`src/verilog/hub_defines.svh`:
```
`ifndef HUB_DEFINES_SVH
`define HUB_DEFINES_SVH

// board id sits in the top bits, fifo id right below it
`define HUB_MSG_WIDTH        32
`define HUB_FPGA_ID_WIDTH    4
`define HUB_FIFO_ID_WIDTH    4

`define HUB_DOWNSTREAM_COUNT 4

// entries per ingress buffer
`define HUB_FIFO_DEPTH       4

// each downstream link owns a contiguous block of board ids
`define HUB_IDS_PER_PORT     3
`define HUB_FIRST_DOWN_ID    1

`endif

```
`src/verilog/hub_pkg.sv`:
```
`include "hub_defines.svh"

package hub_pkg;

    typedef logic [`HUB_FPGA_ID_WIDTH-1:0] fpga_id_t;
    typedef logic [`HUB_FIFO_ID_WIDTH-1:0] fifo_id_t;

    typedef struct packed {
        fpga_id_t fpga_id;
        fifo_id_t fifo_id;
        logic [`HUB_MSG_WIDTH-`HUB_FPGA_ID_WIDTH-`HUB_FIFO_ID_WIDTH-1:0] payload;
    } hub_msg_t;

    // one bit per downstream link
    typedef logic [`HUB_DOWNSTREAM_COUNT-1:0] down_mask_t;
    typedef logic [$clog2(`HUB_DOWNSTREAM_COUNT)-1:0] port_index_t;

    typedef enum logic {
        source_upstream,
        source_downstream
    } msg_source_e;

    typedef enum logic [1:0] {
        route_broadcast,
        route_to_upstream,
        route_by_table
    } route_kind_e;

endpackage

```
`src/verilog/hub_dispatch.sv`:
```
`include "hub_defines.svh"

module hub_dispatch import hub_pkg::*; (
    input  logic        clk,
    input  logic        reset,
    input  logic        advance,
    input  hub_msg_t    sel_msg,
    input  logic        sel_valid,
    input  msg_source_e sel_source,
    output hub_msg_t    out_msg,
    output logic        up_out_valid,
    output down_mask_t  down_out_valid
);

    localparam int PORT_COUNT = `HUB_DOWNSTREAM_COUNT;

    route_kind_e route_kind;
    down_mask_t  table_mask;
    logic        table_to_upstream;
    down_mask_t  next_down_mask;
    logic        next_up;
    down_mask_t  down_mask_q;
    logic        up_mask_q;

    // stage controller messages carry an all ones fifo id
    always_comb begin
        if (sel_msg.fifo_id == '1) begin
            if (sel_source == source_upstream) begin
                route_kind = route_broadcast;
            end else begin
                route_kind = route_to_upstream;
            end
        end else begin
            route_kind = route_by_table;
        end
    end

    // each link owns IDS_PER_PORT consecutive board ids
    genvar port;
    generate
        for (port = 0; port < PORT_COUNT; port++) begin : g_range
            localparam fpga_id_t LOW_ID =
                fpga_id_t'(`HUB_FIRST_DOWN_ID + `HUB_IDS_PER_PORT * port);
            localparam fpga_id_t HIGH_ID =
                fpga_id_t'(`HUB_FIRST_DOWN_ID + `HUB_IDS_PER_PORT * (port + 1) - 1);

            assign table_mask[port] = (sel_msg.fpga_id >= LOW_ID)
                                      && (sel_msg.fpga_id <= HIGH_ID);
        end
    endgenerate

    // ids outside every range belong above this hub
    assign table_to_upstream = ~|table_mask;

    always_comb begin
        next_up = 1'b0;
        next_down_mask = '0;
        if (sel_valid) begin
            case (route_kind)
                route_broadcast: begin
                    next_down_mask = '1;
                end
                route_to_upstream: begin
                    next_up = 1'b1;
                end
                route_by_table: begin
                    next_down_mask = table_mask;
                    next_up = table_to_upstream;
                end
                default: begin
                    next_down_mask = '0;
                end
            endcase
        end
    end

    always_ff @(posedge clk) begin
        if (advance) begin
            out_msg <= sel_msg;
        end
    end

    always_ff @(posedge clk) begin
        if (reset) begin
            up_mask_q <= 1'b0;
            down_mask_q <= '0;
        end else if (advance) begin
            up_mask_q <= next_up;
            down_mask_q <= next_down_mask;
        end
    end

    // every destination fires in the same cycle, and only when all are ready
    assign up_out_valid = up_mask_q && advance;
    assign down_out_valid = down_mask_q & {PORT_COUNT{advance}};

endmodule

```
`src/verilog/hub_downstream_gather.sv`:
```
`include "hub_defines.svh"

module hub_downstream_gather import hub_pkg::*; (
    input  down_mask_t  head_valid,
    input  hub_msg_t    head [`HUB_DOWNSTREAM_COUNT],
    input  logic        take,
    output logic        winner_valid,
    output port_index_t winner_index,
    output hub_msg_t    winner,
    output down_mask_t  pop
);

    localparam int PORT_COUNT = `HUB_DOWNSTREAM_COUNT;
    // tree is padded up to a power of two
    localparam int LEAF_COUNT = 1 << $clog2(PORT_COUNT);

    // heap numbering: node 1 is the root, node n has children 2n and 2n+1
    logic        node_valid [1:2*LEAF_COUNT-1];
    hub_msg_t    node_msg   [1:2*LEAF_COUNT-1];
    port_index_t node_index [1:2*LEAF_COUNT-1];

    genvar leaf;
    genvar node;
    genvar port;

    generate
        for (leaf = 0; leaf < LEAF_COUNT; leaf++) begin : g_leaf
            if (leaf < PORT_COUNT) begin : g_used
                assign node_valid[LEAF_COUNT+leaf] = head_valid[leaf];
                assign node_msg[LEAF_COUNT+leaf] = head[leaf];
            end else begin : g_pad
                assign node_valid[LEAF_COUNT+leaf] = 1'b0;
                assign node_msg[LEAF_COUNT+leaf] = '0;
            end
            assign node_index[LEAF_COUNT+leaf] = port_index_t'(leaf);
        end

        // left child holds the lower index and wins whenever valid
        for (node = 1; node < LEAF_COUNT; node++) begin : g_node
            assign node_valid[node] = node_valid[2*node] | node_valid[2*node+1];
            assign node_msg[node] = node_valid[2*node] ? node_msg[2*node]
                                                       : node_msg[2*node+1];
            assign node_index[node] = node_valid[2*node] ? node_index[2*node]
                                                         : node_index[2*node+1];
        end
    endgenerate

    assign winner_valid = node_valid[1];
    assign winner_index = node_index[1];
    assign winner = node_msg[1];

    // only the elected link is popped
    generate
        for (port = 0; port < PORT_COUNT; port++) begin : g_pop
            assign pop[port] = take && winner_valid
                               && (winner_index == port_index_t'(port));
        end
    endgenerate

endmodule

```
`src/verilog/hub_ingress_fifo.sv`:
```
`include "hub_defines.svh"

module hub_ingress_fifo import hub_pkg::*; (
    input  logic     clk,
    input  logic     reset,
    input  hub_msg_t in_data,
    input  logic     in_valid,
    output logic     in_ready,
    output hub_msg_t head,
    output logic     head_valid,
    input  logic     pop
);

    localparam int DEPTH = `HUB_FIFO_DEPTH;
    localparam int PTR_WIDTH = (DEPTH > 1) ? $clog2(DEPTH) : 1;
    localparam int COUNT_WIDTH = $clog2(DEPTH + 1);
    localparam logic [PTR_WIDTH-1:0] LAST_SLOT = PTR_WIDTH'(DEPTH - 1);
    localparam logic [COUNT_WIDTH-1:0] FULL_COUNT = COUNT_WIDTH'(DEPTH);

    hub_msg_t               storage [DEPTH];
    logic [PTR_WIDTH-1:0]   wr_ptr;
    logic [PTR_WIDTH-1:0]   rd_ptr;
    logic [COUNT_WIDTH-1:0] count;
    logic                   push;
    logic                   take;

    assign in_ready = count < FULL_COUNT;
    assign head_valid = count != '0;
    assign head = storage[rd_ptr];

    assign push = in_valid && in_ready;
    assign take = pop && head_valid;

    always_ff @(posedge clk) begin
        if (push) begin
            storage[wr_ptr] <= in_data;
        end
    end

    always_ff @(posedge clk) begin
        if (reset) begin
            wr_ptr <= '0;
            rd_ptr <= '0;
            count <= '0;
        end else begin
            if (push) begin
                wr_ptr <= (wr_ptr == LAST_SLOT) ? '0 : wr_ptr + 1'b1;
            end
            if (take) begin
                rd_ptr <= (rd_ptr == LAST_SLOT) ? '0 : rd_ptr + 1'b1;
            end
            // push and pop together leave the count alone
            case ({push, take})
                2'b10: count <= count + 1'b1;
                2'b01: count <= count - 1'b1;
                default: count <= count;
            endcase
        end
    end

endmodule

```
`src/verilog/hub_router_top.sv`:
```
`include "hub_defines.svh"

module hub_router_top import hub_pkg::*; (
    input  logic       clk,
    input  logic       reset,
    input  hub_msg_t   up_in_data,
    input  logic       up_in_valid,
    output logic       up_in_ready,
    output hub_msg_t   up_out_data,
    output logic       up_out_valid,
    input  logic       up_out_ready,
    input  hub_msg_t   down_in_data [`HUB_DOWNSTREAM_COUNT],
    input  down_mask_t down_in_valid,
    output down_mask_t down_in_ready,
    output hub_msg_t   down_out_data [`HUB_DOWNSTREAM_COUNT],
    output down_mask_t down_out_valid,
    input  down_mask_t down_out_ready,
    input  down_mask_t down_has_message_flying,
    input  down_mask_t down_has_odd_clusters,
    output logic       up_has_message_flying,
    output logic       up_has_odd_clusters
);

    localparam int PORT_COUNT = `HUB_DOWNSTREAM_COUNT;

    logic        advance;

    hub_msg_t    up_head;
    logic        up_head_valid;
    logic        up_pop;

    hub_msg_t    down_head [PORT_COUNT];
    down_mask_t  down_head_valid;
    down_mask_t  down_pop;

    logic        winner_valid;
    hub_msg_t    winner;
    logic        down_take;

    hub_msg_t    sel_msg;
    logic        sel_valid;
    msg_source_e sel_source;

    hub_msg_t    out_msg;
    logic        flying_now;

    // whole pipeline moves only when every output can take a word
    assign advance = up_out_ready && (&down_out_ready);

    hub_ingress_fifo up_fifo_inst (
        .clk        (clk),
        .reset      (reset),
        .in_data    (up_in_data),
        .in_valid   (up_in_valid),
        .in_ready   (up_in_ready),
        .head       (up_head),
        .head_valid (up_head_valid),
        .pop        (up_pop)
    );

    genvar port;
    generate
        for (port = 0; port < PORT_COUNT; port++) begin : g_down
            hub_ingress_fifo down_fifo_inst (
                .clk        (clk),
                .reset      (reset),
                .in_data    (down_in_data[port]),
                .in_valid   (down_in_valid[port]),
                .in_ready   (down_in_ready[port]),
                .head       (down_head[port]),
                .head_valid (down_head_valid[port]),
                .pop        (down_pop[port])
            );

            assign down_out_data[port] = out_msg;
        end
    endgenerate

    hub_downstream_gather gather_inst (
        .head_valid   (down_head_valid),
        .head         (down_head),
        .take         (down_take),
        .winner_valid (winner_valid),
        .winner_index (),
        .winner       (winner),
        .pop          (down_pop)
    );

    hub_selector selector_inst (
        .clk               (clk),
        .reset             (reset),
        .advance           (advance),
        .up_head           (up_head),
        .up_head_valid     (up_head_valid),
        .down_winner       (winner),
        .down_winner_valid (winner_valid),
        .up_pop            (up_pop),
        .down_take         (down_take),
        .sel_msg           (sel_msg),
        .sel_valid         (sel_valid),
        .sel_source        (sel_source)
    );

    hub_dispatch dispatch_inst (
        .clk            (clk),
        .reset          (reset),
        .advance        (advance),
        .sel_msg        (sel_msg),
        .sel_valid      (sel_valid),
        .sel_source     (sel_source),
        .out_msg        (out_msg),
        .up_out_valid   (up_out_valid),
        .down_out_valid (down_out_valid)
    );

    // one registered message feeds every output link
    assign up_out_data = out_msg;

    // anything on a link, in a buffer or in the selector counts as flying
    assign flying_now = (|down_has_message_flying)
                        || up_in_valid || (|down_in_valid)
                        || up_out_valid || (|down_out_valid)
                        || up_head_valid || (|down_head_valid)
                        || sel_valid;

    always_ff @(posedge clk) begin
        if (reset) begin
            up_has_message_flying <= 1'b0;
            up_has_odd_clusters <= 1'b0;
        end else begin
            up_has_message_flying <= flying_now;
            up_has_odd_clusters <= |down_has_odd_clusters;
        end
    end

endmodule

```
`src/verilog/hub_selector.sv`:
```
module hub_selector import hub_pkg::*; (
    input  logic        clk,
    input  logic        reset,
    input  logic        advance,
    input  hub_msg_t    up_head,
    input  logic        up_head_valid,
    input  hub_msg_t    down_winner,
    input  logic        down_winner_valid,
    output logic        up_pop,
    output logic        down_take,
    output hub_msg_t    sel_msg,
    output logic        sel_valid,
    output msg_source_e sel_source
);

    // upstream always goes first
    assign up_pop = advance && up_head_valid;
    assign down_take = advance && !up_head_valid && down_winner_valid;

    always_ff @(posedge clk) begin
        if (advance) begin
            if (up_head_valid) begin
                sel_msg <= up_head;
            end else if (down_winner_valid) begin
                sel_msg <= down_winner;
            end
        end
    end

    always_ff @(posedge clk) begin
        if (reset) begin
            sel_valid <= 1'b0;
            sel_source <= source_upstream;
        end else if (advance) begin
            if (up_head_valid) begin
                sel_valid <= 1'b1;
                sel_source <= source_upstream;
            end else if (down_winner_valid) begin
                sel_valid <= 1'b1;
                sel_source <= source_downstream;
            end else begin
                // nothing waiting, slot drains
                sel_valid <= 1'b0;
            end
        end
    end

endmodule
```
`config.mk`:
```
export PLATFORM = sky130hd
export DESIGN_NAME = hub_router_top
export DESIGN_NICKNAME = d
export VERILOG_FILES = /design/src/verilog/hub_pkg.sv /design/src/verilog/hub_dispatch.sv /design/src/verilog/hub_downstream_gather.sv /design/src/verilog/hub_ingress_fifo.sv /design/src/verilog/hub_router_top.sv /design/src/verilog/hub_selector.sv
export VERILOG_INCLUDE_DIRS = /design/src /design/src/verilog
export SDC_FILE = /design/constraint.sdc
export NUM_CORES = 1
export LEC_CHECK = 0
export BUFFER_PORTS_ARGS = -buffer_cell sky130_fd_sc_hd__buf_2
export CORE_UTILIZATION = 56
export DETAILED_ROUTE_END_ITERATION = 12
export HOLD_SLACK_MARGIN = 0.05
export PLACE_DENSITY = 0.74
export SETUP_SLACK_MARGIN = 0.4
export SLEW_MARGIN = 40
export SYNTH_ARGS = -nofsm -noshare
export SYNTH_HDL_FRONTEND = slang
export SYNTH_SLANG_ARGS = --single-unit
```
`constraint.sdc`:
```
create_clock -name clk -period 4.39 [get_ports clk]
set_clock_uncertainty 0.1 [all_clocks]
set_input_delay 0.878 -clock clk [delete_from_list [all_inputs] [get_ports clk]]
set_output_delay 0.878 -clock clk [all_outputs]
set_load 0.05 [all_outputs]
```
After elaboration in Yosys (flattened, before gate mapping) --
Memory sizes are Yosys's and may differ from the RTL's. A register that Yosys moved wholly into a read port is not among the register bits. Cells that the tools add are included.
Operators by class: add/subtract/negate cells 20, multipliers 0, divide/modulo/power cells 0, magnitude comparators 13, equal/unequal tests 26, shift-type cells 0, multiplexer cells 53, bitwise gates (word level) 4, reduce and logical (&&, ||, !) cells 54
Operators by type and width (count):
- 32-bit 2-to-1 mux | 5
- 2-bit 2-to-1 mux | 22
- 2-bit == test, second input constant | 18
- 3-bit one-hot mux with 2 select lines | 5
- 1-bit logical AND | 24
- 4-bit OR reduction | 6
- 2-bit by 1-bit adder with 2-bit output, second input constant | 10
- 1-bit 2-to-1 mux | 18
- 3-bit by 1-bit adder with 3-bit output, second input constant | 5
- 3-bit < comparator, second input constant | 5
- 3-bit nonzero test | 5
- 3-bit by 1-bit subtractor with 3-bit output, second input constant | 5
- 2-bit by 1-bit == test with 1-bit output, second input constant | 7
- 2-bit nonzero test | 6
- 4-bit by 3-bit greater-or-equal comparator with 1-bit output, second input constant | 2
- 4-bit <= comparator, second input constant | 2
- 4-bit one-hot mux with 2 select lines | 1
- 1-bit logical OR | 7
- 4-bit bitwise AND | 1
- 4-bit == test, second input constant | 1
- 4-bit by 1-bit greater-or-equal comparator with 1-bit output, second input constant | 1
- 4-bit greater-or-equal comparator, second input constant | 1
- 4-bit by 2-bit <= comparator with 1-bit output, second input constant | 1
- 4-bit by 3-bit <= comparator with 1-bit output, second input constant | 1
- other kinds (7) | 11
Word-level totals: bits in registers 108, bits in latches 0, bits in writable memories 640, memory bits (read-only) 0, bits of input ports 180, output and inout bits 172, word-level logic and storage cells 202, memories kept 5
Memories:
- g_down[0].down_fifo_inst.storage | depth 4, bits a word 32, read ports 1, clocked after Yosys merged registers in 1, write ports 1, RTL line hub_ingress_fifo.sv:20 | hub_msg_t storage [DEPTH];
- g_down[1].down_fifo_inst.storage | depth 4, bits a word 32, read ports 1, clocked after Yosys merged registers in 1, write ports 1, RTL line hub_ingress_fifo.sv:20
- g_down[2].down_fifo_inst.storage | depth 4, bits a word 32, read ports 1, clocked after Yosys merged registers in 1, write ports 1, RTL line hub_ingress_fifo.sv:20
- g_down[3].down_fifo_inst.storage | depth 4, bits a word 32, read ports 1, clocked after Yosys merged registers in 1, write ports 1, RTL line hub_ingress_fifo.sv:20
- up_fifo_inst.storage | depth 4, bits a word 32, read ports 1, clocked after Yosys merged registers in 1, write ports 1, RTL line hub_ingress_fifo.sv:20

Depth between registers and ports, before layout --
depth after elaboration 9, mapped depth 11

Cells and area by module --
From an unflattened synthesis, not the netlist that was laid out.
Unflattened totals: cell total of the unflattened synthesis 1505, area total of the unflattened synthesis 30440.4 um^2
By module, submodules not included:
- hub_ingress_fifo | instances 5, cells each 218, area each 5126.2 um^2, seq. area each 4023.9 um^2
- hub_selector | instances 1, cells each 79, area each 1587.8 um^2, seq. area each 1001.0 um^2
- hub_dispatch | instances 1, cells each 71, area each 1296.2 um^2, seq. area each 1061.0 um^2
- hub_router_top | instances 1, cells each 142, area each 1067.3 um^2, seq. area each 40.0 um^2
- hub_downstream_gather | instances 1, cells each 123, area each 858.3 um^2, seq. area each 0.0 um^2

Worst setup path before layout --
Ideal clock, no wire load.
kind input to output, start point input down_out_ready[3], end point output down_out_valid[0], arrival 2886 ps, required time 3412 ps, path slack 526 ps, stages on the path 5, cells stage by stage and3_1 nand3_1 inv_1 clkbuf_1 and2_1
On the way: cells in the longest elaborated chain, start to end 3
RTL lines:
- start, declared | RTL line hub_router_top.sv:17 | input down_mask_t down_out_ready,
- 4-bit AND reduction | RTL line hub_router_top.sv:48 | assign advance = up_out_ready && (&down_out_ready);
- 1-bit logical AND | RTL line hub_router_top.sv:48
- 4-bit bitwise AND | RTL line hub_dispatch.sv:95 | assign down_out_valid = down_mask_q & {PORT_COUNT{advance}};
- end, declared | RTL line hub_router_top.sv:16 | output down_mask_t down_out_valid,
Every way passes these cells.

Worst setup path after layout --
start point input down_out_ready[3], end point output down_out_valid[2]
Same word-level chain as after synthesis.

==> impl_metrics.ini <==
[floorplan]
core_region_area_mm2 = 0.0526
pin_count = 352
die_h_um = 233
die_x_um = 233
num_rows = 84
start_util_pct = 56.7
die-area_mm2 = 0.0541

[power]
switching_share_pct = 22.2
cellPowerDensity_mw_per_mm2 = 463
power.share.sequential_pct = 52.8
pwr-share-comb_pct = 7.4
switchingPower_w = 0.00349
ir_drop_v = 0.000329
power.leakage_nw = 11.7
internal-power_w = 0.0122
clockPowerShare_pct = 39.8

[worst_setup_path]
required_ns = 3.41
criticalPathCategory = in2out
crit_path_start_kind = input port
worstPathMaxFanout = 19
timing.rr.start = g_down[2].down_fifo_inst.count[0]
crit_start = down_out_ready[3]
arrival_ns = 2.07
cp-end-kind = output pin

[timing]
setup_viol = 0
rsz0062_at_grt = no
drv_slew = 0
relSlewSlack_pct = 50.6
tightestPinTransition_ns = 0.741
fin_crit_sh_pct = 69.5
hold_viol = 0
fmax_mhz = 328
tns_ns = 0
period_needed_ns = 3.05

[global_routing]
grt_util_all_layers_pct = 24.6
grt_max_degree = 56
grt_pass1_vias = 15300
grt_pass1_wl_um = 95500
antenna_found_initial = 35
gr-total-overflow = 0

[finish]
ff_latch_area_mm2 = 0.0222
fillers = 3581
stdcell_count = 2624
multiInputGateArea_mm2 = 0.00618
drive_above_1_share_pct = 35.2
nNetsFinal = 2075
area_growth_pct = 14.0

[yosys]
syn_area_mm2 = 0.0298
muxShareOfSynthArea_pct = 12.3
yosysTopAreaCellShare_pct = 71.0
syn-num-nets = 1800
post_synth_fa_ha_maj_area_fraction_pct = 1.60
synth_xor_area_share_pct = 0.294
netlist_top_cells_area = edfxtp_1, mux4_2, dfxtp_1, buf_4, ha_1
yosys.area.top_type = edfxtp_1
synth.avg_cell_area_um2 = 18.8
ys_seq_area_share_pct = 74.6
synth_compound_area_share_pct = 2.70
synth.distinct_cells = 38
ys_warn_count = 0
synth_top_family_by_area = multiplexers
netlist_instances = 1585
ys_ff_latch = 758
yosys.area_share.simple_pct = 3.81

[clocking]
cts_buffers = 76
cts_resized = 0
cts_setup_buffers = 0
cts-htree-levels = 3
cts_tree = yes
clk_pin_slew_ns = 0.06
clock_latency_ns = 0.60
clock-root-buffer = clkbuf_16
clkSinkCount = 758
cts_hold_repair.buffers = 0
cts_buffer_depth = 3

[placement]
place_inst = 2470
numPortBuffers = 351
gp_congestion = 0.788
hpwl_um = 42000

[min_path]
hp-start = selector_inst.sel_msg[7]
hold_path.class = reg2reg

[detailed_routing]
wirelength_um = 65100
via_per_inst = 5.83
first_iter_violations = 1293
drc_errors = 0
wl_per_cell_um = 24.8
firstDrtPassIters = 5
ant_nets = 0
via_count = 15300

[outcome]
status = finished clean

[run]
cap_violations = 0
==> power by group through the flow <==
stage	logic, W	registers (W)	clock network [W]
after floorplan	0.000656	0.00843	0
after global placement	0.00113	0.00843	0
after detailed placement	0.00117	0.00845	0
after CTS	0.00117	0.00830	0.00635
after global routing	0.00127	0.00831	0.00665
final	0.00117	0.00830	0.00626
==> critical path, cell delays in order <==
cell and delay [ns]:
buf_2 0.07, and3_1 0.15, nand3_1 0.07, buf_4 0.19
inv_2 0.28, and2_1 0.18, buf_2 0.25
==> layout by cell type (no fill, tap or decap), types with 10 or more instances in the layout <==
cell / count
mux4_2: 160
o21ai_1: 13
inv_1: 38
clkbuf_1: 14
buf_4: 44
nand3_1: 34
ha_1: 30
a22oi_1: 27
clkbuf_16: 81
edfxtp_1: 704
and2_1: 25
diode_2: 18
dfxtp_1: 48
clkinv_1: 17
nor2_1: 50
o21ai_0: 52
clkinv_2: 13
xor2_1: 10
buf_2: 350
nand2_1: 86
a21oi_1: 35
nor3_1: 10
or3_1: 11
==> flip-flops by register name, summed over array words and instances (netlist names), named ones only <==
signal                         flops
up_fifo_inst.rd_ptr                2
dispatch_inst.up_mask_q            1
dispatch_inst.out_msg             32
dispatch_inst.down_mask_q          4
g_down.down_fifo_inst.wr_ptr       8
selector_inst.sel_source           1
up_fifo_inst.wr_ptr                2
selector_inst.sel_valid            1
selector_inst.sel_msg             32
up_fifo_inst.count                 3
up_fifo_inst.storage             128
g_down.down_fifo_inst.storage    512
up_has_odd_clusters                1
g_down.down_fifo_inst.rd_ptr       8
up_has_message_flying              1
g_down.down_fifo_inst.count       12
==> cell type report <==
cell class | instances | share of cell area [%]
clock buffer | 95 | 6.12
inverter | 39 | 0.431
tap | 688 | 2.54
multi-input combinational | 591 | 18.2
timing repair buffer | 394 | 6.13
clock inverter | 41 | 0.958
antenna | 18 | 0.133
sequential | 758 | 65.5
==> synth_stat cells (all sizes together) <==
cell     count
a211oi       1
a21oi       35
a221oi       5
a22oi       27
a2bb2oi      2
a31oi        2
a32o         1
a41oi        1
and2        26
and3         1
buf        157
clkbuf      40
dfxtp       54
edfxtp     704
fa           5
ha          30
inv         39
mux2         1
mux2i        4
mux4       160
nand2       87
nand3       34
nand4        3
nor2        53
nor2b        8
nor3        13
nor4         3
o21ai       65
or3         11
or4          3
xor2        10
==> through the flow <==
stage | worst slack, ns | power (W) | hold slack, ns | area, um2 | util, %
3_5_place_dp | 0.901 | 0.00962 | 0.306 | 31500 | 59.9
3_3_place_gp | 0.984 | 0.00956 | 0.302 | 31500 | 59.9
2_1_floorplan | 0.526 | 0.00909 | 0.300 | 29800 | -
5_1_grt | 1.22 | 0.0162 | 0.324 | 33900 | 64.6
4_1_cts | 1.34 | 0.0158 | 0.321 | 33900 | 64.5
6_report | 1.34 | 0.0157 | 0.320 | 34000 | 64.6
==> worst paths after layout <==
path,slack [ns],to,depth (start not counted)
max,1.34,down_out_valid[2],7
min,0.32,dispatch_inst.out_msg[7],0
max reg2reg,1.38,g_down[3].down_fifo_inst.count[2],10
min reg2reg,0.32,dispatch_inst.out_msg[7],0
==> metal layers <==
metal / share of wire, % / global-route usage (%) / up-vias
met2: 50 / 39.8 / 617
met4: 2.5 / 8.23 / 30
met1: 39 / 32.2 / 7830
li1: - / - / 6685
met3: 8.3 / 6.96 / 149
met5: 0.31 / 0 / -
==> cells by family after synthesis <==
kind of cell	count (synthesis)
adders and majority gates	35
buffers and inverters	236
DFF	758
muxes	165
AOI/OAI and AO/OA	139
xor gates and xnor gates	10
and+or+nand+nor	242
Power figures use the tool's default switching activity.
